File: src/verilog/sccb_settings.svh
// SCCB master settings
// slave address and the cycle length of every bus phase,
// counted in dri_clk cycles at four cycles per SCL period

`ifndef SCCB_SETTINGS_SVH
`define SCCB_SETTINGS_SVH

// --------------------
// bus target
`define SCCB_SLAVE_ADDR   7'h50       // 7-bit slave address

// --------------------
// phase lengths
`define SCCB_LEN_SLADDR   40          // start + address byte + ack
`define SCCB_LEN_BYTE     36          // eight bits + ack slot
`define SCCB_LEN_RESTART  64          // stop, gap, start, address byte + ack
`define SCCB_LEN_STOP     17          // stop condition and idle gap
`define SCCB_CNT_W        7           // phase counter width

`endif
File: src/verilog/sccb_pkg.sv
// SCCB master types
// phase encoding, latched request, word address views and pin drive

`include "sccb_settings.svh"

package sccb_pkg;

    // --------------------
    // transaction phases
    typedef enum logic [2:0] {
        ph_idle,
        ph_sladdr,
        ph_addr16,
        ph_addr8,
        ph_data_wr,
        ph_addr_rd,
        ph_data_rd,
        ph_stop
    } sccb_phase_e;

    // word address, whole or split into the two bus bytes
    typedef union packed {
        logic [15:0] word;            // as given on i2c_addr
        struct packed {
            logic [7:0] hi;           // sent in addr16
            logic [7:0] lo;           // sent in addr8
        } bytes;
    } word_addr_u;

    typedef struct packed {
        logic       rh_wl;            // 1 read, 0 write
        logic       bit_ctrl;         // 1 for 16-bit word address
        word_addr_u addr;
        logic [7:0] data_w;
    } sccb_req_t;

    typedef struct packed {
        sccb_phase_e             phase;
        logic [`SCCB_CNT_W-1:0]  cnt;     // cycle within the phase
        logic                    last;    // final cycle of the phase
    } phase_step_t;

    typedef struct packed {
        logic scl;
        logic sda_out;
        logic sda_oe;                 // sda driven when high
    } line_drive_t;

endpackage

File: src/verilog/sccb_read_capture.sv
// SCCB read capture
// shifts in the eight read bits as SCL rises and presents the
// byte on i2c_data_r when the read phase ends

module sccb_read_capture
    import sccb_pkg::*;
(
    input  logic        dri_clk,
    input  logic        rst_n,
    input  phase_step_t step,
    input  logic        sda_in,
    output logic [7:0]  i2c_data_r
);

    logic [7:0] shift_q;
    logic       sample;

    // second cycle of each bit, before the ack slot
    assign sample = (step.phase == ph_data_rd) && (step.cnt[1:0] == 2'd1) &&
                    (step.cnt < 'd32);

    always_ff @(posedge dri_clk) begin
        if (sample)
            shift_q <= {shift_q[6:0], sda_in};    // msb first
    end

    always_ff @(posedge dri_clk or negedge rst_n) begin
        if (!rst_n)
            i2c_data_r <= 8'h00;
        else if ((step.phase == ph_data_rd) && step.last)
            i2c_data_r <= shift_q;                // held until the next read
    end

endmodule

File: config.mk
export PLATFORM = sky130hd
export DESIGN_NAME = sccb_read_capture
export DESIGN_NICKNAME = d
export VERILOG_FILES = /design/src/verilog/sccb_pkg.sv /design/src/verilog/sccb_read_capture.sv
export VERILOG_INCLUDE_DIRS = /design/src /design/src/verilog
export SDC_FILE = /design/constraint.sdc
export NUM_CORES = 1
export LEC_CHECK = 0
export ABC_AREA = 1
export BUFFER_PORTS_ARGS = -buffer_cell sky130_fd_sc_hd__buf_2
export CAP_MARGIN = 40
export CORE_AREA = 5 5 42 44
export CTS_CLUSTER_DIAMETER = 50
export DETAILED_ROUTE_END_ITERATION = 10
export DIE_AREA = 0 0 47 49
export PLACE_DENSITY = 0.75
export SYNTH_ARGS = -nofsm -noshare
export SYNTH_HDL_FRONTEND = slang
export SYNTH_SLANG_ARGS = --single-unit
File: constraint.sdc
create_clock -name dri_clk -period 1.5 [get_ports dri_clk]
set_clock_uncertainty 0.15 [all_clocks]
set_input_delay 0.3 -clock dri_clk [delete_from_list [all_inputs] [get_ports dri_clk]]
set_output_delay 0.3 -clock dri_clk [all_outputs]
set_load 0.01 [all_outputs]
==> metrics.csv <==
metric,value,unit
outcome,completed,
switching power total,211.8,uW
Synth top cells by count,"16 x nand2_1, 8 x dfrtp_1, 8 x edfxtp_1, 8 x nand3_1, 2 x nor2_1",
routed wire length,1037,um
Mapped Cells,49,
die area,2303,um2
min Tclk post-route,1.266,ns
Fin. Hold Viols,0,
Synth Area in XOR/XNOR,0,%
CTS buffer count,3,
total negative setup slack,0,ns
via count,407,
CTS tree,yes,
vias in the first global route,398,
worst min-delay path class,input pin to register,
Flop pwr share,60.0,%
compound-cell area share of the yosys netlist,0,%
Residual DRC,0,
area share of fa/ha/maj cells after synthesis,0,%
clock group share of total power,25.1,%
Pint,642.3,uW
Post-Synth Simple-Gate Area,26.32,%
Synth area leader,edfxtp_1,
io pins,22,
Synth cell types,12,
initial antenna violation count,0,
fraction of registers with async set/reset,50.00,%
I/O Buffers,18,
endpoint class of the critical path,output pin,
Max-Cap Viols,0,
Worst path depth,1,
# rows,14,
worst-case vdd ir drop,632.7,uV
crit path from,i2c_data_r[2],
Top Family by Delay on Critical Path,flip-flops,
Synth area leaders,"edfxtp_1 39%, dfrtp_1 32%, nand2_1 9.7%",
Comb power frac,14.9,%
Clk Tree Root Cell,clkbuf_4,
H-Tree Depth,1,
R2R cell count,2,
total congestion overflow,0,
die height,49,um
crit path to,i2c_data_r[2],
share of cells above drive strength 1,37.50,%
number of setup violations in the final report,0,
DR vias/cell,4.625,
"Clk Latency, worst-skew pair",0.28,ns
Arrival @ worst endpoint,0.82,ns
r2r startpoint,shift_q[4],
Net Sw Frac,24.80,%
final hold slack,0.04146,ns
Placement Setup Slack,0.1498,ns
P per Cell Area,1112,nW/um2
crit path max fanout,2,
"critical path, cell by cell",buf_2,
largest family of logic cells by synthesized area,simple AND/OR/NAND/NOR gates,
CP Buf/Inv Count,1,
Synth top area share,38.87,%
area grow syn2layout,24.29,%
CP max stage delay,0.39,ns
"count leader, synth",nand2_1,
CTS sink cnt,16,
Worst R2R Setup Slack,0.67,ns
period utilization,84.41,%
"Top FF cell, synth",edfxtp_1,
Final GP Congestion,0.6916,
kind of critical path,register to output pin,
Syn Area/Cell,12.61,um2
Max transition margin,87.73,%
Worst EP required,1.05,ns
core area,1401,um2
synthesized cell area,618.1,um2
Slew @ Worst Pin,0.1841,ns
HPWL after DPL,790.9,um
worst setup margin,0.2339,ns
CP Launch Type,register,
RSZ-0062 raised after global routing,no,
initial core utilization,44.11,%
Design Power,854.1,uW
first-pass GRT wire length,1738,um
Worst path slowest cell,dfrtp_1,
Max clock buf depth,2,
width of the die,47,um
Static Leak,0.3747,nW
post-DR wirelength/cell,11.78,um
DRT Pass-1 Iters,4,
"Clk pin slew, worst setup/hold paths",0.08,ns
largest net degree at the start of global routing,10,
FMAX,789.8,MHz
antenna-violating nets left,0,
Yosys reg bits,16,
Global Route Usage Sum,11.07,%
max-slew violation count,0,
register area share after synthesis,71.26,%
first-iteration detailed-routing DRC count,5,
Final #Nets,88,
syn_nets,63,
post-synthesis mux area share,0,%
synth warn,0,
R2R Path End,i2c_data_r[4],
antenna fix cells,0,
number of synthesized flops with an enable pin,8,
-- repair_timing --
action | CTS | global route
hold buffers | 1 | 0
buffers inserted | 0 | 0
hold endpoints to repair | 8 | 0
setup endpoints to repair | 0 | 0
resized for setup | 0 | 0
-- power groups by stage --
stage	Clock, mW	Combinational [mW]	Sequential, mW
2_1_floorplan	0	0.0432	0.540
3_5_place_dp	0	0.128	0.523
4_1_cts	0.224	0.131	0.514
6_report	0.215	0.127	0.512
5_1_grt	0.247	0.143	0.518
3_3_place_gp	0	0.125	0.518
-- routing by layer --
| layer | wire length, um | up-vias | track usage, % |
|---|---|---|---|
| met5 | 0 | - | 0 |
| met4 | 23 | 0 | 8.295 |
| met1 | 435 | 177 | 12.68 |
| met2 | 499 | 15 | 16.52 |
| met3 | 78 | 4 | 3.321 |
| li1 | - | 211 | - |
-- layout by cell type (no fill, tap or decap), drive strengths merged --
cell	netlist	final
nand2	17	17
clkbuf	0	3
nand4	1	1
nand3	8	8
inv	2	2
buf	1	20
nand3b	1	1
edfxtp	8	8
nor2	3	3
dlygate4sd3	0	1
dfrtp	8	8
-- sequential cells by signal, indices dropped and copies added, names as in the netlist --
name	count
i2c_data_r	8
shift_q	8
-- worst min-delay path by stage --
stage / slack (ns) / from / endpoint / cells past startpoint
after global placement: -0.009 / rst_n / i2c_data_r[1] / 1
after CTS: 0.03 / sda_in / shift_q[0] / 1
after floorplan: -0.15 / rst_n / i2c_data_r[0] / 0
final: 0.04 / sda_in / shift_q[0] / 1
after global routing: 0.02 / sda_in / shift_q[0] / 1
after detailed placement: -0.002 / rst_n / i2c_data_r[1] / 1
-- cell type report --
class	count	area [um2]
repair buffers	21	115.1
clock buffers	3	22.52
inverters	2	7.507
multi-input cells	30	162.7
well taps	16	20.02
fillers	133	633.1
flip-flops and latches	16	440.4
-- cell families (layout without fill, tap and decap cells) --
logic type             count (synthesis)  in the layout
DFF                                   16             16
and+or+nand+nor                       30             30
buffers and inverters                  3             26
-- through the flow --
step	instances	area, um2	util, %
after floorplan	49	618.1	-
after global placement	84	735.7	52.50
after detailed placement	84	735.7	52.50
after CTS	88	768.2	54.82
after global routing	88	768.2	54.82
final	88	768.2	54.82
(Power assumes the default switching activity.)
