==> src/verilog/sccb_settings.svh <==
// SCCB master settings
// slave address and the cycle length of every bus phase,
// counted in dri_clk cycles at four cycles per SCL period

`ifndef SCCB_SETTINGS_SVH
`define SCCB_SETTINGS_SVH

// --------------------
// bus target
`define SCCB_SLAVE_ADDR   7'h50       // 7-bit slave address

// --------------------
// phase lengths
`define SCCB_LEN_SLADDR   40          // start + address byte + ack
`define SCCB_LEN_BYTE     36          // eight bits + ack slot
`define SCCB_LEN_RESTART  64          // stop, gap, start, address byte + ack
`define SCCB_LEN_STOP     17          // stop condition and idle gap
`define SCCB_CNT_W        7           // phase counter width

`endif
==> src/verilog/sccb_pkg.sv <==
// SCCB master types
// phase encoding, latched request, word address views and pin drive

`include "sccb_settings.svh"

package sccb_pkg;

    // --------------------
    // transaction phases
    typedef enum logic [2:0] {
        ph_idle,
        ph_sladdr,
        ph_addr16,
        ph_addr8,
        ph_data_wr,
        ph_addr_rd,
        ph_data_rd,
        ph_stop
    } sccb_phase_e;

    // word address, whole or split into the two bus bytes
    typedef union packed {
        logic [15:0] word;            // as given on i2c_addr
        struct packed {
            logic [7:0] hi;           // sent in addr16
            logic [7:0] lo;           // sent in addr8
        } bytes;
    } word_addr_u;

    typedef struct packed {
        logic       rh_wl;            // 1 read, 0 write
        logic       bit_ctrl;         // 1 for 16-bit word address
        word_addr_u addr;
        logic [7:0] data_w;
    } sccb_req_t;

    typedef struct packed {
        sccb_phase_e             phase;
        logic [`SCCB_CNT_W-1:0]  cnt;     // cycle within the phase
        logic                    last;    // final cycle of the phase
    } phase_step_t;

    typedef struct packed {
        logic scl;
        logic sda_out;
        logic sda_oe;                 // sda driven when high
    } line_drive_t;

endpackage

==> src/verilog/sccb_line_driver.sv <==
// SCCB line driver
// turns the phase step into SCL and SDA levels: start, stop,
// restart, eight bits per byte and the ack slot
// each bit is four cycles with data set while SCL is low

`include "sccb_settings.svh"

module sccb_line_driver
    import sccb_pkg::*;
(
    input  logic        dri_clk,
    input  logic        rst_n,
    input  phase_step_t step,
    input  sccb_req_t   req,
    output line_drive_t drive
);

    localparam logic [`SCCB_CNT_W-1:0] sl_byte_at  = 4;    // byte start in sladdr
    localparam logic [`SCCB_CNT_W-1:0] rs_start_at = 26;   // restart in addr_rd
    localparam logic [`SCCB_CNT_W-1:0] rs_byte_at  = 28;   // byte start in addr_rd
    localparam logic [`SCCB_CNT_W-1:0] ack_at      = 32;   // ack slot within a byte

    line_drive_t            drive_nxt;
    logic                   in_byte;
    logic                   rd_byte;
    logic [`SCCB_CNT_W-1:0] bit_off;
    logic [7:0]             tx_byte;

    always_comb begin
        drive_nxt = drive;                        // hold unless a step changes it
        in_byte   = 1'b0;
        rd_byte   = 1'b0;
        bit_off   = step.cnt;
        tx_byte   = 8'hff;

        // --------------------
        // framing per phase
        case (step.phase)
            ph_idle: begin
                drive_nxt = '{scl: 1'b1, sda_out: 1'b1, sda_oe: 1'b0};
            end
            ph_sladdr: begin
                if (step.cnt == 0) begin
                    drive_nxt.sda_oe  = 1'b1;
                    drive_nxt.sda_out = 1'b1;
                end else if (step.cnt == 1) begin
                    drive_nxt.sda_out = 1'b0;     // start
                end else if (step.cnt == 3) begin
                    drive_nxt.scl = 1'b0;
                end else if (step.cnt >= sl_byte_at) begin
                    in_byte = 1'b1;
                    bit_off = step.cnt - sl_byte_at;
                    tx_byte = {`SCCB_SLAVE_ADDR, 1'b0};   // write bit
                end
            end
            ph_addr16: begin
                in_byte = 1'b1;
                tx_byte = req.addr.bytes.hi;
            end
            ph_addr8: begin
                in_byte = 1'b1;
                tx_byte = req.addr.bytes.lo;
            end
            ph_data_wr: begin
                in_byte = 1'b1;
                tx_byte = req.data_w;
            end
            ph_addr_rd: begin
                if (step.cnt == 0) begin
                    drive_nxt.sda_oe  = 1'b1;
                    drive_nxt.sda_out = 1'b0;
                end else if (step.cnt == 1) begin
                    drive_nxt.scl = 1'b1;
                end else if (step.cnt == 3) begin
                    drive_nxt.sda_out = 1'b1;     // stop before the restart
                end else if (step.cnt == rs_start_at) begin
                    drive_nxt.sda_out = 1'b0;     // restart
                end else if (step.cnt == rs_start_at + 1'b1) begin
                    drive_nxt.scl = 1'b0;
                end else if (step.cnt >= rs_byte_at) begin
                    in_byte = 1'b1;
                    bit_off = step.cnt - rs_byte_at;
                    tx_byte = {`SCCB_SLAVE_ADDR, 1'b1};   // read bit
                end
            end
            ph_data_rd: begin
                in_byte = 1'b1;
                rd_byte = 1'b1;
            end
            ph_stop: begin
                if (step.cnt == 0) begin
                    drive_nxt.sda_oe  = 1'b1;
                    drive_nxt.sda_out = 1'b0;
                end else if (step.cnt == 1) begin
                    drive_nxt.scl = 1'b1;
                end else if (step.cnt == 3) begin
                    drive_nxt.sda_out = 1'b1;     // stop
                end else if (step.last) begin
                    drive_nxt.sda_oe = 1'b0;      // hand the line back to the pull-up
                end
            end
            default: ;
        endcase

        // --------------------
        // bit slots of a byte
        if (in_byte) begin
            case (bit_off[1:0])
                2'd0: begin
                    if (bit_off < ack_at) begin
                        drive_nxt.sda_oe  = !rd_byte;
                        drive_nxt.sda_out = rd_byte | tx_byte[3'd7 - bit_off[4:2]];
                    end else begin
                        drive_nxt.sda_oe  = rd_byte;  // nack on read, released ack
                        drive_nxt.sda_out = 1'b1;
                    end
                end
                2'd1: drive_nxt.scl = 1'b1;
                2'd3: drive_nxt.scl = 1'b0;
                default: ;
            endcase
        end
    end

    always_ff @(posedge dri_clk or negedge rst_n) begin
        if (!rst_n)
            drive <= '{scl: 1'b1, sda_out: 1'b1, sda_oe: 1'b0};
        else
            drive <= drive_nxt;
    end

endmodule

==> config.mk <==
export PLATFORM = sky130hd
export DESIGN_NAME = sccb_line_driver
export DESIGN_NICKNAME = d
export VERILOG_FILES = /design/src/verilog/sccb_pkg.sv /design/src/verilog/sccb_line_driver.sv
export VERILOG_INCLUDE_DIRS = /design/src /design/src/verilog
export SDC_FILE = /design/constraint.sdc
export NUM_CORES = 1
export LEC_CHECK = 0
export CORE_MARGIN = 4
export CORE_UTILIZATION = 64
export DETAILED_ROUTE_END_ITERATION = 8
export DONT_BUFFER_PORTS = 1
export PLACE_DENSITY_LB_ADDON = 0.3
export SKIP_CTS_REPAIR_TIMING = 1
export SLEW_MARGIN = 0
export SYNTH_ARGS = -nofsm -noshare
export SYNTH_HDL_FRONTEND = slang
export SYNTH_SLANG_ARGS = --single-unit
==> constraint.sdc <==
create_clock -name dri_clk -period 1.67 [get_ports dri_clk]
set_clock_uncertainty 0.1 [all_clocks]
set_input_delay 0.167 -clock dri_clk [delete_from_list [all_inputs] [get_ports dri_clk]]
set_output_delay 0.167 -clock dri_clk [all_outputs]
set_load 0.05 [all_outputs]
==> results of run 1 <==
[layer usage]
| metal | global-route usage | GRT overflow |
|---|---|---|
| met1 | 0.745 | 0 |
| met3 | 0.573 | 0 |
| met2 | 0.924 | 27 |
| met4 | 0.915 | 34 |
| met5 | 0.0952 | 0 |
[cell usage after synthesis (4+ instances only)]
master	number
nor3b_1	4
nand3_1	4
ha_1	5
a21boi_0	4
nor3_1	7
and3_1	4
mux2i_1	4
a21oi_1	13
a31oi_1	5
nor2_1	12
clkbuf_1	7
o21ai_0	20
inv_1	6
buf_2	6
a22oi_1	6
nand2_1	16
[logic make-up after synthesis]
logic type	Yosys count	synth area share
flops	3	0.0666
fa+ha+maj	5	0.0537
simple gates	71	0.361
xor+xnor	1	0.00752
buf+inv	20	0.0773
mux	4	0.0344
compound gates	69	0.400
[metrics by stage]
stage | hold slack (ps) | area, sq um | utilization
2_1_floorplan | -229 | 1280 | -
3_3_place_gp | -229 | 1460 | 0.848
3_5_place_dp | -229 | 1460 | 0.848
4_1_cts | -478 | 1490 | 0.863
==> qor.txt, run 1 <==
Top-area cell type share of the netlist area - 0.0859
Number of storage elements in the synthesis netlist - 3
Top-level port count - 42
Worst End Pin Type - sequential cell input
FP Rows - 15
Library cell used as clock root buffer - clkbuf_4
Chip height - 50.7 um
Die Width - 50.7 um
GPL Wtd Cong - 0.989
Overall overflow remaining after global route - 61
CTS H-Tree Depth - 1
Count of port buffers added during placement - 0
Halt Reason - [ERROR GRT-0232] Routing congestion too high. Check the congestion heatmap in the GUI.
Warnings, synthesis - 0
Bufs on Longest Clock Path - 2
Stop stage - 5_1_grt
Post-Place Setup Slack - -517 ps
Initial Util - 0.675
Number of flops mapped to enable cells by yosys - 0
Portion of the post-synthesis area used by sequential elements - 0.0666
Final HPWL from detailed placement - 3100 um
Synth unique cells - 52
CTS Sinks - 3
Worst setup endpoint after the global-route repair_timing - drive[1]$_DFF_PN1_/D
Share of async-settable or async-resettable flops after synthesis - 1.00
Leading area contributor after synthesis - o21ai_0
Total nets after synthesis - 217
Total clock buffers created by CTS - 3
Number of cells produced by synthesis - 173
Global-route usage over all layers - 0.766
Status - did not finish
Maximum number of pins on one net before global-route repair - 20
# placed instances - 216
Synth Cell Area - 1160 sq um
Syn avg cell area - 6.73 sq um
Synth top area cells - o21ai_0 (8.6%), a21oi_1 (5.6%), ha_1 (5.4%)
Predominant post-synthesis flop cell - dfstp_2
==> inputs of run 2 (changes only) <==
CORE_AREA = 4 4 65 67   (was default)
CORE_MARGIN = default   (was 4)
CORE_UTILIZATION = default   (was 64)
DIE_AREA = 0 0 69 71   (was default)
PLACE_DENSITY_LB_ADDON = 0.15   (was 0.3)
==> run 2 against run 1 <==
- synthesized cell count unchanged
- the flow now finishes, with violations (setup timing)
- synthesized area is the same
==> qor.txt, run 2 <==
Status - finished with violations
Violated checks - setup timing
MaxCap Viol Count - 0
Number of cells produced by synthesis - 173 (unchanged)
Largest Register - drive
Chip height - 71 um (+40%)
Req. time, crit path - 1710 ps
Critical Path Max Stage Delay - 540 ps
Final core utilization - 0.501
Die Width - 69 um (+36%)
Top-level port count - 42 (unchanged)
Worst-path maximum fanout - 13
Synth top area cells - o21ai_0 (8.6%), a21oi_1 (5.6%), ha_1 (5.4%)
Floorplan die area - 4900 sq um
Clock tree from TritonCTS - built
Bufs on Longest Clock Path - 2 (unchanged)
Library cell used as clock root buffer - clkbuf_8
# placed instances - 246 (+14%)
Warnings, synthesis - 0 (unchanged)
HP Class - input port to asynchronous set/reset pin
Number of antenna cells inserted - 0
Most frequent cells in the layout - buf_4 (39), o21ai_0 (18), nand2_1 (14), a21oi_1 (11), nor2_1 (10)
Overall overflow remaining after global route - 0
Count of nets left with antenna violations after detail routing - 0
Crit path time final - 1930 ps
Normalized max-slew margin - 0.706
Non-Filler Instances - 255
Clock insertion delay at the later pin of the skew report - 220 ps
Filler Cell Count - 354
Total nets after synthesis - 217 (unchanged)
Initial DRC count - 59
Maximum number of pins on one net before global-route repair - 20
Floorplan Core Area - 3630 sq um
Max reg flops - 3
Total power - 735 uW
Fraction of the cycle the final worst path needs - 1.16
Detailed-router iteration count before antenna repair - 4
Final HPWL from detailed placement - 3260 um (+5.2%)
Static Leak - 0.685 nW
Highest achievable clock rate - 0.518 GHz
Kind of start point of the critical path - input port
Most common cell after layout, fill and taps aside - buf_4
Cell breakdown of the critical path - or2_2, or4b_4, a311oi_4, nor4_4, a21oi_2, a21oi_1, a211o_1
Slew at the pin closest to its max-slew limit - 439 ps
Number of logic stages on the critical path including buffering - 7
Total number of nets in the final design - 252
Portion of the post-synthesis area used by sequential elements - 0.0666 (unchanged)
Initial Util - 0.321 (-0.354)
Setup-violating endpoint count in the final report - 2
Fin worst setup slack - -261 ps
Ratio of cells with drive above 1 in the final layout - 0.435
Vias in the first global route - 1369
Residual DRC count - 0
List of most frequent post-synthesis cells - o21ai_0 (20), nand2_1 (16), a21oi_1 (13)
Number of flops mapped to enable cells by yosys - 0 (unchanged)
Via count - 1501
Worst ir drop on vdd - 200 uV
Count of port buffers added during placement - 0 (unchanged)
Final number of max-transition violations - 0
Syn avg cell area - 6.73 sq um (unchanged)
CTS Sinks - 3 (unchanged)
Arr. time, crit path - 1980 ps
Aggregate routed wire length - 4360 um
Worst path buffer plus inverter count - 0
FP Rows - 22 (+7)
Biggest regs - drive (3)
Global-route usage over all layers - 0.161
Wire length of the first global-routing pass - 6640 um
Synth unique cells - 52 (unchanged)
Number of antenna violations at the first check in global routing - 0
Share of async-settable or async-resettable flops after synthesis - 1.00 (unchanged)
Total clock buffers created by CTS - 3 (unchanged)
Synth Cell Area - 1160 sq um (unchanged)
Number of cells on the worst reg-to-reg path - 6
Most frequent cell after synthesis - o21ai_0
Crit path capture type - flip-flop
GPL Wtd Cong - 0.875 (-11%)
Layout-stage area growth over the synthesis result - 56.3%
Setup repair after global routing missed its margin - yes
Routed vias/inst - 5.89
Number of storage elements in the synthesis netlist - 3 (unchanged)
Routed length per instance - 17.1 um
Slowest cell on crit path - or4b_4
Final hold violation count - 0
Critical Setup Path Class - input port to flip-flop
Crit-path leading delay family - simple AND/OR/NAND/NOR gates
Top-area cell type share of the netlist area - 0.0859 (unchanged)
CTS clock-pin slew for the worst setup and hold paths - 40 ps
Total power divided by cell area - 404 nW/um^2
Leading area contributor after synthesis - o21ai_0
Predominant post-synthesis flop cell - dfstp_2
CTS H-Tree Depth - 1 (unchanged)
[run 2: final timing paths]
path	from	end	slack [ps]
setup / recovery	step[4]	drive[1]$_DFF_PN1_	-260
hold / removal	rst_n	drive[0]$_DFF_PN0_	120
setup reg to reg	drive[1]$_DFF_PN1_	drive[1]$_DFF_PN1_	90
hold reg to reg	drive[2]$_DFF_PN1_	drive[2]$_DFF_PN1_	490
max in group asynchronous	rst_n	drive[1]$_DFF_PN1_	1120
min in group dri_clk	step[1]	drive[2]$_DFF_PN1_	120
[run 2: stage by stage]
| step | cell area [sq um] | hold slack (ps) | setup slack, ps | TNS, ps |
|---|---|---|---|---|
| after global routing | 1820 | 120 | -310 | -468 |
| after CTS | 1590 | -455 | -281 | -391 |
| after floorplan | 1280 | -229 | -479 | -966 |
| final | 1820 | 119 | -261 | -332 |
| after global placement | 1550 | -228 | -480 | -914 |
| after detailed placement | 1550 | -229 | -519 | -1000 |
[run 2: kinds of logic (layout without fill, tap and decap cells)]
logic type               count (synthesis)  in the layout  share of synthesized area
AO/OA/AOI/OAI                           69             69                      0.400
XOR/XNOR                                 1              1                    0.00752
adder cells (fa/ha/maj)                  5              5                     0.0537
buffers and inverters                   20             54                     0.0773
flip-flops                               3              3                     0.0666
multiplexers                             4              4                     0.0344
AND/OR/NAND/NOR                         71             71                      0.361
[run 2: report_power, final]
| part | total, mW | switching, mW | internal, mW | leakage, nW |
|---|---|---|---|---|
| Clock | 0.220 | 0.0566 | 0.164 | 0.0228 |
| Combinational | 0.416 | 0.211 | 0.205 | 0.629 |
| Sequential | 0.0986 | 0.0106 | 0.0881 | 0.0332 |
| Total | 0.735 | 0.278 | 0.457 | 0.685 |
[run 2: final cells by class]
cell class,instances,area [sq um],area share
sequential,3,77.6,0.0426
tap,48,60.1,0.0330
timing repair buffer,44,347,0.190
multi-input combinational,150,1250,0.689
inverter,6,37.5,0.0206
clock buffer,4,45.0,0.0247
[run 2: metal layers]
layer	GRT usage	vias to the layer above	wire length, um
li1	-	739	-
met1	0.202	703	1940
met2	0.287	55	2090
met3	0.0284	4	299
met4	0.0325	0	31
met5	0	-	0
Note: power is estimated with default switching activity, not from simulation.
