**src/verilog/sccb_settings.svh**
```systemverilog
// SCCB master settings
// slave address and the cycle length of every bus phase,
// counted in dri_clk cycles at four cycles per SCL period

`ifndef SCCB_SETTINGS_SVH
`define SCCB_SETTINGS_SVH

// --------------------
// bus target
`define SCCB_SLAVE_ADDR   7'h50       // 7-bit slave address

// --------------------
// phase lengths
`define SCCB_LEN_SLADDR   40          // start + address byte + ack
`define SCCB_LEN_BYTE     36          // eight bits + ack slot
`define SCCB_LEN_RESTART  64          // stop, gap, start, address byte + ack
`define SCCB_LEN_STOP     17          // stop condition and idle gap
`define SCCB_CNT_W        7           // phase counter width

`endif
```
**src/verilog/sccb_pkg.sv**
```systemverilog
// SCCB master types
// phase encoding, latched request, word address views and pin drive

`include "sccb_settings.svh"

package sccb_pkg;

    // --------------------
    // transaction phases
    typedef enum logic [2:0] {
        ph_idle,
        ph_sladdr,
        ph_addr16,
        ph_addr8,
        ph_data_wr,
        ph_addr_rd,
        ph_data_rd,
        ph_stop
    } sccb_phase_e;

    // word address, whole or split into the two bus bytes
    typedef union packed {
        logic [15:0] word;            // as given on i2c_addr
        struct packed {
            logic [7:0] hi;           // sent in addr16
            logic [7:0] lo;           // sent in addr8
        } bytes;
    } word_addr_u;

    typedef struct packed {
        logic       rh_wl;            // 1 read, 0 write
        logic       bit_ctrl;         // 1 for 16-bit word address
        word_addr_u addr;
        logic [7:0] data_w;
    } sccb_req_t;

    typedef struct packed {
        sccb_phase_e             phase;
        logic [`SCCB_CNT_W-1:0]  cnt;     // cycle within the phase
        logic                    last;    // final cycle of the phase
    } phase_step_t;

    typedef struct packed {
        logic scl;
        logic sda_out;
        logic sda_oe;                 // sda driven when high
    } line_drive_t;

endpackage

```
**src/verilog/sccb_sequencer.sv**
```systemverilog
// SCCB transaction sequencer
// latches one request in idle, walks the bus phases in order and
// counts the cycles of each phase; pulses i2c_done after stop

`include "sccb_settings.svh"

module sccb_sequencer
    import sccb_pkg::*;
(
    input  logic        dri_clk,
    input  logic        rst_n,
    input  logic        i2c_exec,
    input  logic        bit_ctrl,
    input  logic        i2c_rh_wl,
    input  logic [15:0] i2c_addr,
    input  logic [7:0]  i2c_data_w,
    output phase_step_t step,
    output sccb_req_t   req,
    output logic        i2c_done
);

    sccb_phase_e            phase_q;
    sccb_phase_e            phase_nxt;
    logic [`SCCB_CNT_W-1:0] cnt_q;
    logic [`SCCB_CNT_W-1:0] len;
    logic                   last;

    // --------------------
    // phase length and end
    always_comb begin
        case (phase_q)
            ph_sladdr:  len = `SCCB_LEN_SLADDR;
            ph_addr_rd: len = `SCCB_LEN_RESTART;
            ph_stop:    len = `SCCB_LEN_STOP;
            default:    len = `SCCB_LEN_BYTE;     // address and data bytes
        endcase
    end

    assign last = (phase_q != ph_idle) && (cnt_q == len - 1'b1);

    // --------------------
    // next phase, taken when last is high
    always_comb begin
        case (phase_q)
            ph_sladdr:  phase_nxt = req.bit_ctrl ? ph_addr16 : ph_addr8;
            ph_addr16:  phase_nxt = ph_addr8;
            ph_addr8:   phase_nxt = req.rh_wl ? ph_addr_rd : ph_data_wr;
            ph_data_wr: phase_nxt = ph_stop;
            ph_addr_rd: phase_nxt = ph_data_rd;
            ph_data_rd: phase_nxt = ph_stop;
            default:    phase_nxt = ph_idle;      // stop and idle
        endcase
    end

    always_ff @(posedge dri_clk or negedge rst_n) begin
        if (!rst_n) begin
            phase_q  <= ph_idle;
            cnt_q    <= '0;
            i2c_done <= 1'b0;
        end else begin
            i2c_done <= (phase_q == ph_stop) && last;
            if (phase_q == ph_idle) begin
                cnt_q <= '0;
                if (i2c_exec)
                    phase_q <= ph_sladdr;
            end else if (last) begin
                phase_q <= phase_nxt;
                cnt_q   <= '0;
            end else begin
                cnt_q <= cnt_q + 1'b1;
            end
        end
    end

    // request latch, only loaded when a transaction starts
    always_ff @(posedge dri_clk) begin
        if ((phase_q == ph_idle) && i2c_exec) begin
            req.rh_wl     <= i2c_rh_wl;
            req.bit_ctrl  <= bit_ctrl;
            req.addr.word <= i2c_addr;
            req.data_w    <= i2c_data_w;
        end
    end

    assign step = '{phase: phase_q, cnt: cnt_q, last: last};

endmodule

```
**config.mk**
```make
export PLATFORM = sky130hd
export DESIGN_NAME = sccb_sequencer
export DESIGN_NICKNAME = d
export VERILOG_FILES = /design/src/verilog/sccb_pkg.sv /design/src/verilog/sccb_sequencer.sv
export VERILOG_INCLUDE_DIRS = /design/src /design/src/verilog
export SDC_FILE = /design/constraint.sdc
export NUM_CORES = 1
export LEC_CHECK = 0
export BUFFER_PORTS_ARGS = -buffer_cell sky130_fd_sc_hd__buf_2
export CAP_MARGIN = 20
export CORE_ASPECT_RATIO = 0.6
export CORE_MARGIN = 5
export CORE_UTILIZATION = 45
export CTS_CLUSTER_SIZE = 24
export DETAILED_ROUTE_END_ITERATION = 12
export PLACE_DENSITY_LB_ADDON = 0.1
export SLEW_MARGIN = 40
export SYNTH_ARGS = -nofsm -noshare
export SYNTH_HDL_FRONTEND = slang
export SYNTH_SLANG_ARGS = --single-unit
```
**constraint.sdc**
```tcl
create_clock -name dri_clk -period 3.45 [get_ports dri_clk]
set_clock_uncertainty 0.05 [all_clocks]
set_input_delay 0.1725 -clock dri_clk [delete_from_list [all_inputs] [get_ports dri_clk]]
set_output_delay 0.1725 -clock dri_clk [all_outputs]
set_load 0.05 [all_outputs]
```
==> results of run 1 <==
==> where the power goes <==
part           switching (mW)  internal [mW]
clock                   0.143          0.287
sequential                  0          0.476
combinational         0.00712         0.0132
==> per-layer routing <==
metal	GRT usage, %	up-vias
li1	-	461
met1	17.6	430
met2	22.8	39
met3	7.65	2
met4	4.97	0
met5	0	-
==> layout by cell type (no fill, tap or decap) <==
cell type / synthesis / final
mux2i_1: 1 / 1
nand2_2: 1 / 1
clkinv_2: 0 / 1
and3_1: 2 / 2
ha_1: 1 / 1
and2_1: 1 / 1
buf_2: 0 / 66
a21oi_2: 1 / 1
a21bo_2: 1 / 1
nor2b_1: 1 / 1
a21oi_1: 1 / 1
nand4_1: 3 / 3
edfxtp_1: 26 / 26
nor2_2: 0 / 1
nor2_1: 11 / 10
buf_4: 1 / 1
inv_1: 3 / 3
xor2_1: 5 / 5
o21ai_0: 1 / 1
xnor2_1: 3 / 3
nand3b_1: 1 / 1
clkbuf_8: 0 / 5
dfrtp_1: 11 / 11
a22oi_2: 1 / 1
nand3_1: 2 / 2
dlygate4sd3_1: 0 / 3
o21a_1: 1 / 1
or3_1: 2 / 2
a21boi_1: 1 / 1
nand3_2: 1 / 1
bufinv_16: 0 / 2
nand2_1: 4 / 4
==> area by class of cell <==
cell class	instances	share of cell area (%)
Sequential cell	37	55.0
Timing Repair Buffer	70	19.2
Multi-Input combinational cell	46	15.5
Clock buffer	5	3.59
Clock inverter	3	3.39
Tap cell	42	2.74
Inverter	3	0.587
==> worst paths after layout <==
path                              endpoint  depth (start not counted)  slack, ns
worst min-delay path                req[6]                          1       0.01
worst max register to register     req[12]                          3       1.69
worst min register to register    cnt_q[0]                          1       0.47
max in group asynchronous       phase_q[0]                          2       2.91
worst max-delay path               step[0]                          6       1.32
min in group asynchronous         cnt_q[0]                          2       0.23
==> per-stage QoR <==
step	std cells	hold WS (ns)	total power, mW	util, %
global placement	195	0.00323	0.502	60.0
floorplan	90	-0.173	0.486	-
finish	206	0.0136	0.926	65.6
detailed placement	195	0.00693	0.504	60.0
global route	206	0.000131	0.961	65.6
CTS	204	0.00164	0.937	64.9
==> registers in the layout, indices dropped and copies added (netlist names) <==
signal    count
cnt_q         7
phase_q       3
i2c_done      1
req          26
==> critical path, delay by kind of cell (launching register included) <==
| kind | cells | cell delay [ns] |
|---|---|---|
| compound gates | 1 | 0.20 |
| buf+inv | 2 | 0.33 |
| flops | 1 | 0.52 |
| simple gates | 3 | 0.59 |
==> cell families (layout without fill, tap and decap cells) <==
family,after synthesis,after routing,synth area share [%]
buffers and inverters,7,81,3.74
muxes,1,1,0.713
adders and majority gates,1,1,0.891
AOI/OAI and AO/OA,7,7,4.01
and+or+nand+nor,29,29,10.4
DFF,37,37,75.2
xor gates and xnor gates,8,8,4.99
==> reports/results.txt, run 1 <==
Clk Latency, worst-skew pair: 0.28 ns
Die area: 4370 um2
Register area share after synthesis: 75.2%
HPWL after DPL: 2300 um
Core area: 2930 um2
Total clock sinks: 37
Post-synth top area share: 55.6%
Die Width: 82.1 um
CTS root buffer: clkbuf_8
Worst hold path startpoint: i2c_data_w[6]
Critical-path maximum fanout: 10
Crit-path slowest cell: dfrtp_1
Worst relative slew slack: 77.3%
CP max stage delay: 0.52 ns
Mapped Area: 1400 um2
Iter 0 DRT Violations: 30
Nets: 193
Worst Max-Slew Pin Slew: 0.341 ns
CTS Buf Count: 5
DRC viols: 0
F_max: 470 MHz
Final Critical Period: 2.13 ns
Post-CTS setup buffer count: 0
Routed Antenna Nets: 0
Post-Place Cell Area: 1760 um2
Endpoint class of the critical path: output port
Total gr overflow: 0
I/O Buffers: 66
Status: completed
CTS Buffer Depth: 2
Area taken by multi-input logic gates: 298 um2
GRT Overall Usage: 14.7%
Peak supply drop: 0.326 mV
Worst setup path startpoint: phase_q[0]
RSZ-0062 raised after global routing: false
Vias in the first global route: 967
Wirelength per Cell: 14.6 um
Yosys cell types: 27
Critical Path Source Type: register
First-pass detailed-route iteration total: 4
Met1 wire length: 1250 um
Setup Crit Path Kind: reg2out
Synth top cells by count: 26 x edfxtp_1, 11 x dfrtp_1, 11 x nor2_1
Period Utilization, post-route: 61.7%
Main synth FF type: edfxtp_1
Req. time, crit path: 3.23 ns
Number of synthesized flops with an enable pin: 26
Hold Buf Count CTS: 1
Setup WS post-layout: 1.32 ns
Cts repair resizes: 0
Final hold vios: 0
CP Cell Sequence: nand3_2, or3_1, a21oi_2, nand2_2, inv_1, buf_2
Worst min path class: in2reg
Share of cells above drive strength 1: 49.4%
MaxCap Viol Count: 0
Via density: 4.52
TNS Setup: 0 ns
Largest area contributor in the netlist: edfxtp_1
DR vias: 932
Setup Slack @ Placement: 1.62 ns
Final setup fails: 0
Yosys reg bits: 37
Area Overhead vs Synth: 36.7%
Synth area leaders: edfxtp_1 56%, dfrtp_1 20%, xor2_1 3.1%
First-pass GRT wire length: 4550 um
Rows: 15
Initial antenna violation count: 0
Cells after Synth: 90
Fin area: 1920 um2
Final wirelength: 3000 um
H-tree depth: 2
Routed met3 length: 324 um
Reg-to-reg startpoint: phase_q[0]
Slew Limit Fails: 0
Final estimated routing congestion in global placement: 0.771
Met2 WL: 1420 um
Synth Net Count: 120
Die height: 53.3 um
Syn avg cell area: 15.6 um2
Seq. cell area: 1060 um2
DR top layer: met4
Leakage: 0.850 nW
CP arrival: 1.91 ns
Most frequent cell after synthesis: edfxtp_1
Antenna Cells: 0
Largest net degree at the start of global routing: 28
Fill cell count: 241
CTS tree: built
Async SR Flop Fraction: 29.7%
Initial Util: 47.9%
Ys Warns: 0
PwrDens: 483 nW/um2
IO Count: 67
CTS clk-pin slew, worst paths: 0.07 ns
(Power assumes the default switching activity.)
==> run 2, diff against run 1 <==
--- a/config.mk
+++ b/config.mk
@@ -6,11 +6,12 @@
 export SDC_FILE = /design/constraint.sdc
 export NUM_CORES = 1
 export LEC_CHECK = 0
+export ABC_AREA = 1
 export BUFFER_PORTS_ARGS = -buffer_cell sky130_fd_sc_hd__buf_2
 export CAP_MARGIN = 20
 export CORE_ASPECT_RATIO = 0.6
 export CORE_MARGIN = 5
-export CORE_UTILIZATION = 45
+export CORE_UTILIZATION = 41
 export CTS_CLUSTER_SIZE = 24
 export DETAILED_ROUTE_END_ITERATION = 12
 export PLACE_DENSITY_LB_ADDON = 0.1
==> constraint.sdc (replaced) <==
create_clock -name dri_clk -period 1.81 [get_ports dri_clk]
set_clock_uncertainty 0.05 [all_clocks]
set_input_delay 0.0905 -clock dri_clk [delete_from_list [all_inputs] [get_ports dri_clk]]
set_output_delay 0.0905 -clock dri_clk [all_outputs]
set_load 0.05 [all_outputs]
==> reports/results.txt, run 2 <==
Async SR Flop Fraction: 29.7% (unchanged)
Worst Max-Slew Pin Slew: 0.298 ns (-0.0431 ns)
CTS tree: built
Fill cell count: 256 (+6.2%)
Most common cell after layout, fill and taps aside: buf_2
Final hold vios: 0 (unchanged)
DR vias: 1192 (+28%)
Setup Slack @ Placement: 0.289 ns (-1.33 ns)
Share of cells above drive strength 1: 40.1% (-9.3 points)
Final wirelength: 3580 um (+19%)
CTS root buffer: clkbuf_8
Worst setup path end: step[0]
Final std cells w/o fill: 272 (+32%)
Yosys reg bits: 37 (unchanged)
Post-synth top area share: 52.7% (-2.9 points)
H-tree depth: 2 (unchanged)
Max reg flops: 26 (unchanged)
Slew Limit Fails: 0 (unchanged)
Iter 0 DRT Violations: 22 (-27%)
PwrDens: 686 nW/um2 (+42%)
Setup WS post-layout: 0.121 ns (-1.20 ns)
Most frequent cell after synthesis: nand2_1
R2R cell count: 6 (+3)
MaxCap Viol Count: 0 (unchanged)
Worst min path class: in2reg
Area taken by multi-input logic gates: 333 um2 (+12%)
IO Count: 67 (unchanged)
Largest net degree at the start of global routing: 27 (-3.6%)
Area Overhead vs Synth: 52.7%
Largest area contributor in the netlist: edfxtp_1
CP arrival: 1.55 ns (-0.36 ns)
Critical-path maximum fanout: 9 (-1)
Req. time, crit path: 1.67 ns (-1.56 ns)
Main synth FF type: edfxtp_1
Rows: 16 (+1)
Status: completed
Worst setup path startpoint: phase_q[0]
WHS Path Cells: 4 (+3)
Die Width: 87.6 um (+6.7%)
Reg with most FFs: req
Final Critical Period: 1.69 ns
Worst relative slew slack: 79.9% (+2.6 points)
Number of synthesized flops with an enable pin: 26 (unchanged)
FF-to-FF End: req[5]
Final setup fails: 0 (unchanged)
Mapped Area: 1480 um2 (+5.4%)
Ys Warns: 0 (unchanged)
Fin area: 2260 um2 (+18%)
Nets: 256 (+33%)
Seq. cell area: 1060 um2 (+0.36%)
Synth area leaders: edfxtp_1 53%, dfrtp_1 19%, nand2_1 7.1%
Die height: 56.5 um (+6.1%)
CTS clk-pin slew, worst paths: 0.07 ns (about the same)
TNS Setup: 0 ns (unchanged)
Most frequent cells in the layout: 65 x buf_2, 27 x dlygate4sd3_1, 26 x nand2_1, 26 x edfxtp_1, 16 x inv_1
GRT Overall Usage: 15.4% (+0.65 points)
I/O Buffers: 66 (unchanged)
Total gr overflow: 0 (unchanged)
Setup Crit Path Kind: reg2out
F_max: 592 MHz
Routed met3 length: 335 um (+3.4%)
Antenna Cells: 0 (unchanged)
Syn avg cell area: 11.8 um2 (-24%)
Post-Place Cell Area: 1880 um2 (+6.8%)
Peak supply drop: 0.505 mV (+55%)
CTS Buffer Depth: 2 (unchanged)
R2R Setup Slk: 0.26 ns (-1.43 ns)
Endpoint class of the critical path: output port
Wirelength per Cell: 13.2 um (-9.7%)
DRC viols: 0 (unchanged)
CTS Buf Count: 5 (unchanged)
Register area share after synthesis: 71.3% (-3.9 points)
Synth Net Count: 155 (+29%)
Total clock sinks: 37 (unchanged)
Period Utilization, post-route: 93.3%
Initial Util: 44.0% (-3.9 points)
Critical Path Source Type: register
RSZ-0062 raised after global routing: false
First-pass detailed-route iteration total: 4 (unchanged)
Leakage: 1.09 nW (+28%)
HPWL after DPL: 2390 um (+3.9%)
First-pass GRT wire length: 5550 um (+22%)
DR top layer: met4
Vias in the first global route: 1163 (+20%)
Met1 wire length: 1480 um (+18%)
Largest regs: req (26), cnt_q (7), phase_q (3)
Post-Place Cells: 234 (+20%)
Core area: 3360 um2 (+15%)
Die area: 4950 um2 (+13%)
Final estimated routing congestion in global placement: 0.849 (+10%)
Reg-to-reg startpoint: phase_q[1]
Yosys cell types: 19 (-30%)
Final core occ: 67.2% (+1.6 points)
Via density: 4.38 (-3.1%)
Initial antenna violation count: 0 (unchanged)
Synth top cells by count: 28 x nand2_1, 26 x edfxtp_1, 18 x inv_1
Cells after Synth: 125 (+39%)
Met2 WL: 1720 um (+21%)
Clk Latency, worst-skew pair: 0.29 ns (about the same)
Routed Antenna Nets: 0 (unchanged)
-- run 2: changes by cell type in the layout (fill, tap and decap cells not counted), sizes merged, moves of 3 or more --
cell	before	now
dlygate4sd3	3	27
nand3	3	10
nor2	11	14
buf	67	71
inv	3	17
nand2	5	30
-- run 2: per-layer routing --
layer	vias up	global-route usage, %
met4	0	7.00
met5	-	0
met2	45	23.8
met3	6	6.29
li1	604	-
met1	537	18.6
-- run 2: worst min-delay path by stage --
stage,start,to,slack (ns)
after floorplan,rst_n,cnt_q[0],-0.26
after global placement,rst_n,i2c_done,-0.07
final,i2c_exec,phase_q[1],0.12
after detailed placement,rst_n,i2c_done,-0.06
after CTS,i2c_exec,phase_q[1],0.09
after global routing,i2c_exec,phase_q[2],0.13
-- run 2: through the flow --
stage / hold WS [ns] / total power [mW]
6_report: 0.116 / 1.55
5_1_grt: 0.131 / 1.60
3_3_place_gp: -0.0696 / 0.958
4_1_cts: 0.0852 / 1.56
2_1_floorplan: -0.255 / 0.926
3_5_place_dp: -0.0639 / 0.961
-- run 2: worst max-delay path, stage by stage, from the launching register on --
cell	delay (ns)
dfrtp_2	0.47
buf_4	0.16
nand3_1	0.07
nand3_1	0.07
nor2_1	0.11
nand3_2	0.09
inv_1	0.09
buf_4	0.20
-- run 2: area by class of cell --
cell class / count / area share [%]
multi-input cells: 66 / 14.7
clock inverters: 3 / 0.775
repair buffers: 98 / 28.9
flip-flops and latches: 37 / 46.9
well taps: 45 / 2.49
inverters: 18 / 3.16
clock buffers: 5 / 3.05
-- run 2: cell families after synthesis --
group / share of synthesized area (%)
buf+inv: 6.85
xor+xnor: 2.96
simple gates: 15.8
flops: 71.3
fa+ha+maj: 0.845
compound gates: 2.20
-- run 2: what timing repair did --
action | in CTS | in global routing
hold buffers | 27 | 0
gates resized for setup | 0 | 3
setup endpoints to repair | 0 | 1
setup buffers | 0 | 3
hold endpoints to repair | 37 | 0
-- run 2: report_power, final --
| group | total [mW] | internal (mW) | leakage (nW) | switching, mW |
|---|---|---|---|---|
| Combinational | 0.0811 | 0.0589 | 0.688 | 0.0222 |
| Clock | 0.563 | 0.265 | 0.0439 | 0.297 |
| Sequential | 0.907 | 0.907 | 0.360 | 0 |
| Total | 1.55 | 1.23 | 1.09 | 0.320 |
==> run 3, diff against run 2 <==
--- a/config.mk
+++ b/config.mk
@@ -11,7 +11,7 @@
 export CAP_MARGIN = 20
 export CORE_ASPECT_RATIO = 0.6
 export CORE_MARGIN = 5
-export CORE_UTILIZATION = 41
+export CORE_UTILIZATION = 46
 export CTS_CLUSTER_SIZE = 24
 export DETAILED_ROUTE_END_ITERATION = 12
 export PLACE_DENSITY_LB_ADDON = 0.1
==> constraint.sdc (replaced) <==
create_clock -name dri_clk -period 1.9 [get_ports dri_clk]
set_clock_uncertainty 0.05 [all_clocks]
set_input_delay 0.095 -clock dri_clk [delete_from_list [all_inputs] [get_ports dri_clk]]
set_output_delay 0.095 -clock dri_clk [all_outputs]
set_load 0.05 [all_outputs]
==> reports/results.txt, run 3 (synthesized netlist as in run 2, its figures left out) <==
Status: completed
Largest net degree at the start of global routing: 27 (unchanged)
Routed Antenna Nets: 0 (unchanged)
H-tree depth: 2 (unchanged)
Post-Place Cell Area: 1870 um2 (-0.47%)
I/O Buffers: 66 (unchanged)
Endpoint class of the critical path: output port
CTS Buf Count: 5 (unchanged)
IO Count: 67 (unchanged)
Worst Max-Slew Pin Slew: 0.314 ns (+0.0163 ns)
CTS Buffer Depth: 2 (unchanged)
Via density: 4.49 (+2.4%)
Vias in the first global route: 1204 (+3.5%)
Fin area: 2280 um2 (+1.0%)
Iter 0 DRT Violations: 47 (+110%)
Req. time, crit path: 1.75 ns (+0.08 ns)
F_max: 556 MHz
Total gr overflow: 0 (unchanged)
Die height: 53.9 um (-4.6%)
GRT Overall Usage: 17.3% (+1.9 points)
Number of buffers and inverters on the critical path: 3 (unchanged)
Critical-path maximum fanout: 8 (-1)
Setup Crit Path Kind: reg2out
Final hold vios: 0 (unchanged)
Crit-path slowest cell: dfrtp_2
Rows: 15 (-1)
MaxCap Viol Count: 0 (unchanged)
Largest regs: req (26), cnt_q (7), phase_q (3)
CP Cell Sequence: inv_1, nand2_1, nand2_1, nand3_1, nor2_1, nand3_2, inv_1, buf_6
Final setup fails: 0 (unchanged)
Total clock sinks: 37 (unchanged)
Most frequent cells in the layout: 65 x buf_2, 27 x nand2_1, 27 x dlygate4sd3_1
DR vias: 1207 (+1.3%)
HPWL after DPL: 2500 um (+4.9%)
Leakage: 1.10 nW (+0.66%)
Max reg flops: 26 (unchanged)
Share of cells above drive strength 1: 38.8% (-1.3 points)
Most common cell after layout, fill and taps aside: buf_2
CTS root buffer: clkbuf_8
Area Overhead vs Synth: 54.2%
CP top delay family: simple AND/OR/NAND/NOR gates
Initial Util: 49.6% (+5.6 points)
Core area: 2980 um2 (-11%)
First-pass GRT wire length: 5750 um (+3.7%)
Hold_ws: 0.135 ns (+0.0188 ns)
Final Critical Period: 1.80 ns
Worst min path class: in2reg
CTS tree: built
Clk Latency, worst-skew pair: 0.28 ns (about the same)
CP arrival: 1.65 ns (+0.10 ns)
Die Width: 83.2 um (-5.0%)
Peak supply drop: 0.464 mV (-8.2%)
Slew Limit Fails: 0 (unchanged)
Antenna Cells: 0 (unchanged)
Final estimated routing congestion in global placement: 0.811 (-4.4%)
Final wirelength: 3540 um (-1.2%)
PwrDens: 712 nW/um2 (+3.8%)
First-pass detailed-route iteration total: 4 (unchanged)
DRC viols: 0 (unchanged)
Worst relative slew slack: 78.8% (-1.1 points)
Period Utilization, post-route: 94.6%
Critical Path Source Type: register
Final core occ: 76.5% (+9.3 points)
Reg with most FFs: req
Wirelength per Cell: 13.2 um (about the same)
Die area: 4490 um2 (-9.3%)
CTS clk-pin slew, worst paths: 0.07 ns (about the same)
CP max stage delay: 0.46 ns (about the same)
Initial antenna violation count: 0 (unchanged)
Nets: 256 (unchanged)
==> run 3: cell types whose count changed in the layout (fill, tap and decap cells not counted), sizes merged <==
cell,change
clkinvlp,-1
clkbuf,+2
clkinv,-2
bufinv,+1
==> run 3: metal layers <==
metal / GRT usage (%) / wire (um) / vias up
li1: - / - / 603
met1: 20.6 / 1440 / 548
met2: 29.1 / 1700 / 51
met3: 7.65 / 362 / 5
met4: 4.89 / 36 / 0
met5: 0 / 0 / -
==> run 3: cell type report <==
type / count / area (um2)
Clock inverter: 1 / 30.0
Clock buffer: 7 / 86.3
Fill cell: 205 / 702
Sequential cell: 37 / 1060
Multi-Input combinational cell: 66 / 325
Inverter: 18 / 71.3
Tap cell: 42 / 52.6
Timing Repair Buffer: 98 / 657
==> run 3: final timing paths <==
path                       slack, ns  cells past startpoint        from          to
min reg2reg                     0.45                      1    cnt_q[0]    cnt_q[0]
max reg2reg                     0.21                     10  phase_q[1]    cnt_q[0]
max in group asynchronous       1.40                      2       rst_n  phase_q[0]
max                             0.10                      8  phase_q[1]     step[0]
min                             0.14                      4    i2c_exec  phase_q[0]
min in group asynchronous       0.17                      2       rst_n    cnt_q[0]
==> run 3: stage by stage <==
stage / worst slack, ns / total power, mW / TNS (ns) / std cells
finish: 0.102 / 1.63 / 0 / 269
floorplan: 0.0349 / 0.882 / 0 / 125
CTS: 0.0256 / 1.64 / 0 / 266
detailed placement: 0.248 / 0.914 / 0 / 231
global route: -0.0727 / 1.69 / -0.0727 / 269
global placement: 0.351 / 0.913 / 0 / 231
==> run 3: report_power, final <==
part	leakage (nW)	switching, mW	internal, mW
Combinational	0.681	0.0203	0.0559
Clock	0.0585	0.257	0.428
Sequential	0.360	0	0.864
Total	1.10	0.278	1.35
==> run 3: worst reg2reg max path, stage by stage, from the launching register on <==
cell and delay, ns:
dfrtp_2 0.46, inv_1 0.11, nand2_1 0.06, nand2_1 0.06, nand3_1 0.08, nor2_1 0.14
nand3_2 0.17, buf_4 0.18, buf_4 0.15, nand2_2 0.07, nor2_1 0.04
==> run 3: timing repair <==
item | CTS | global route
endpoints found under the hold margin | 37 | 0
hold buffers | 27 | 0
endpoints found under the setup margin | 0 | 1
gates resized for setup | 0 | 3
setup buffers | 0 | 3
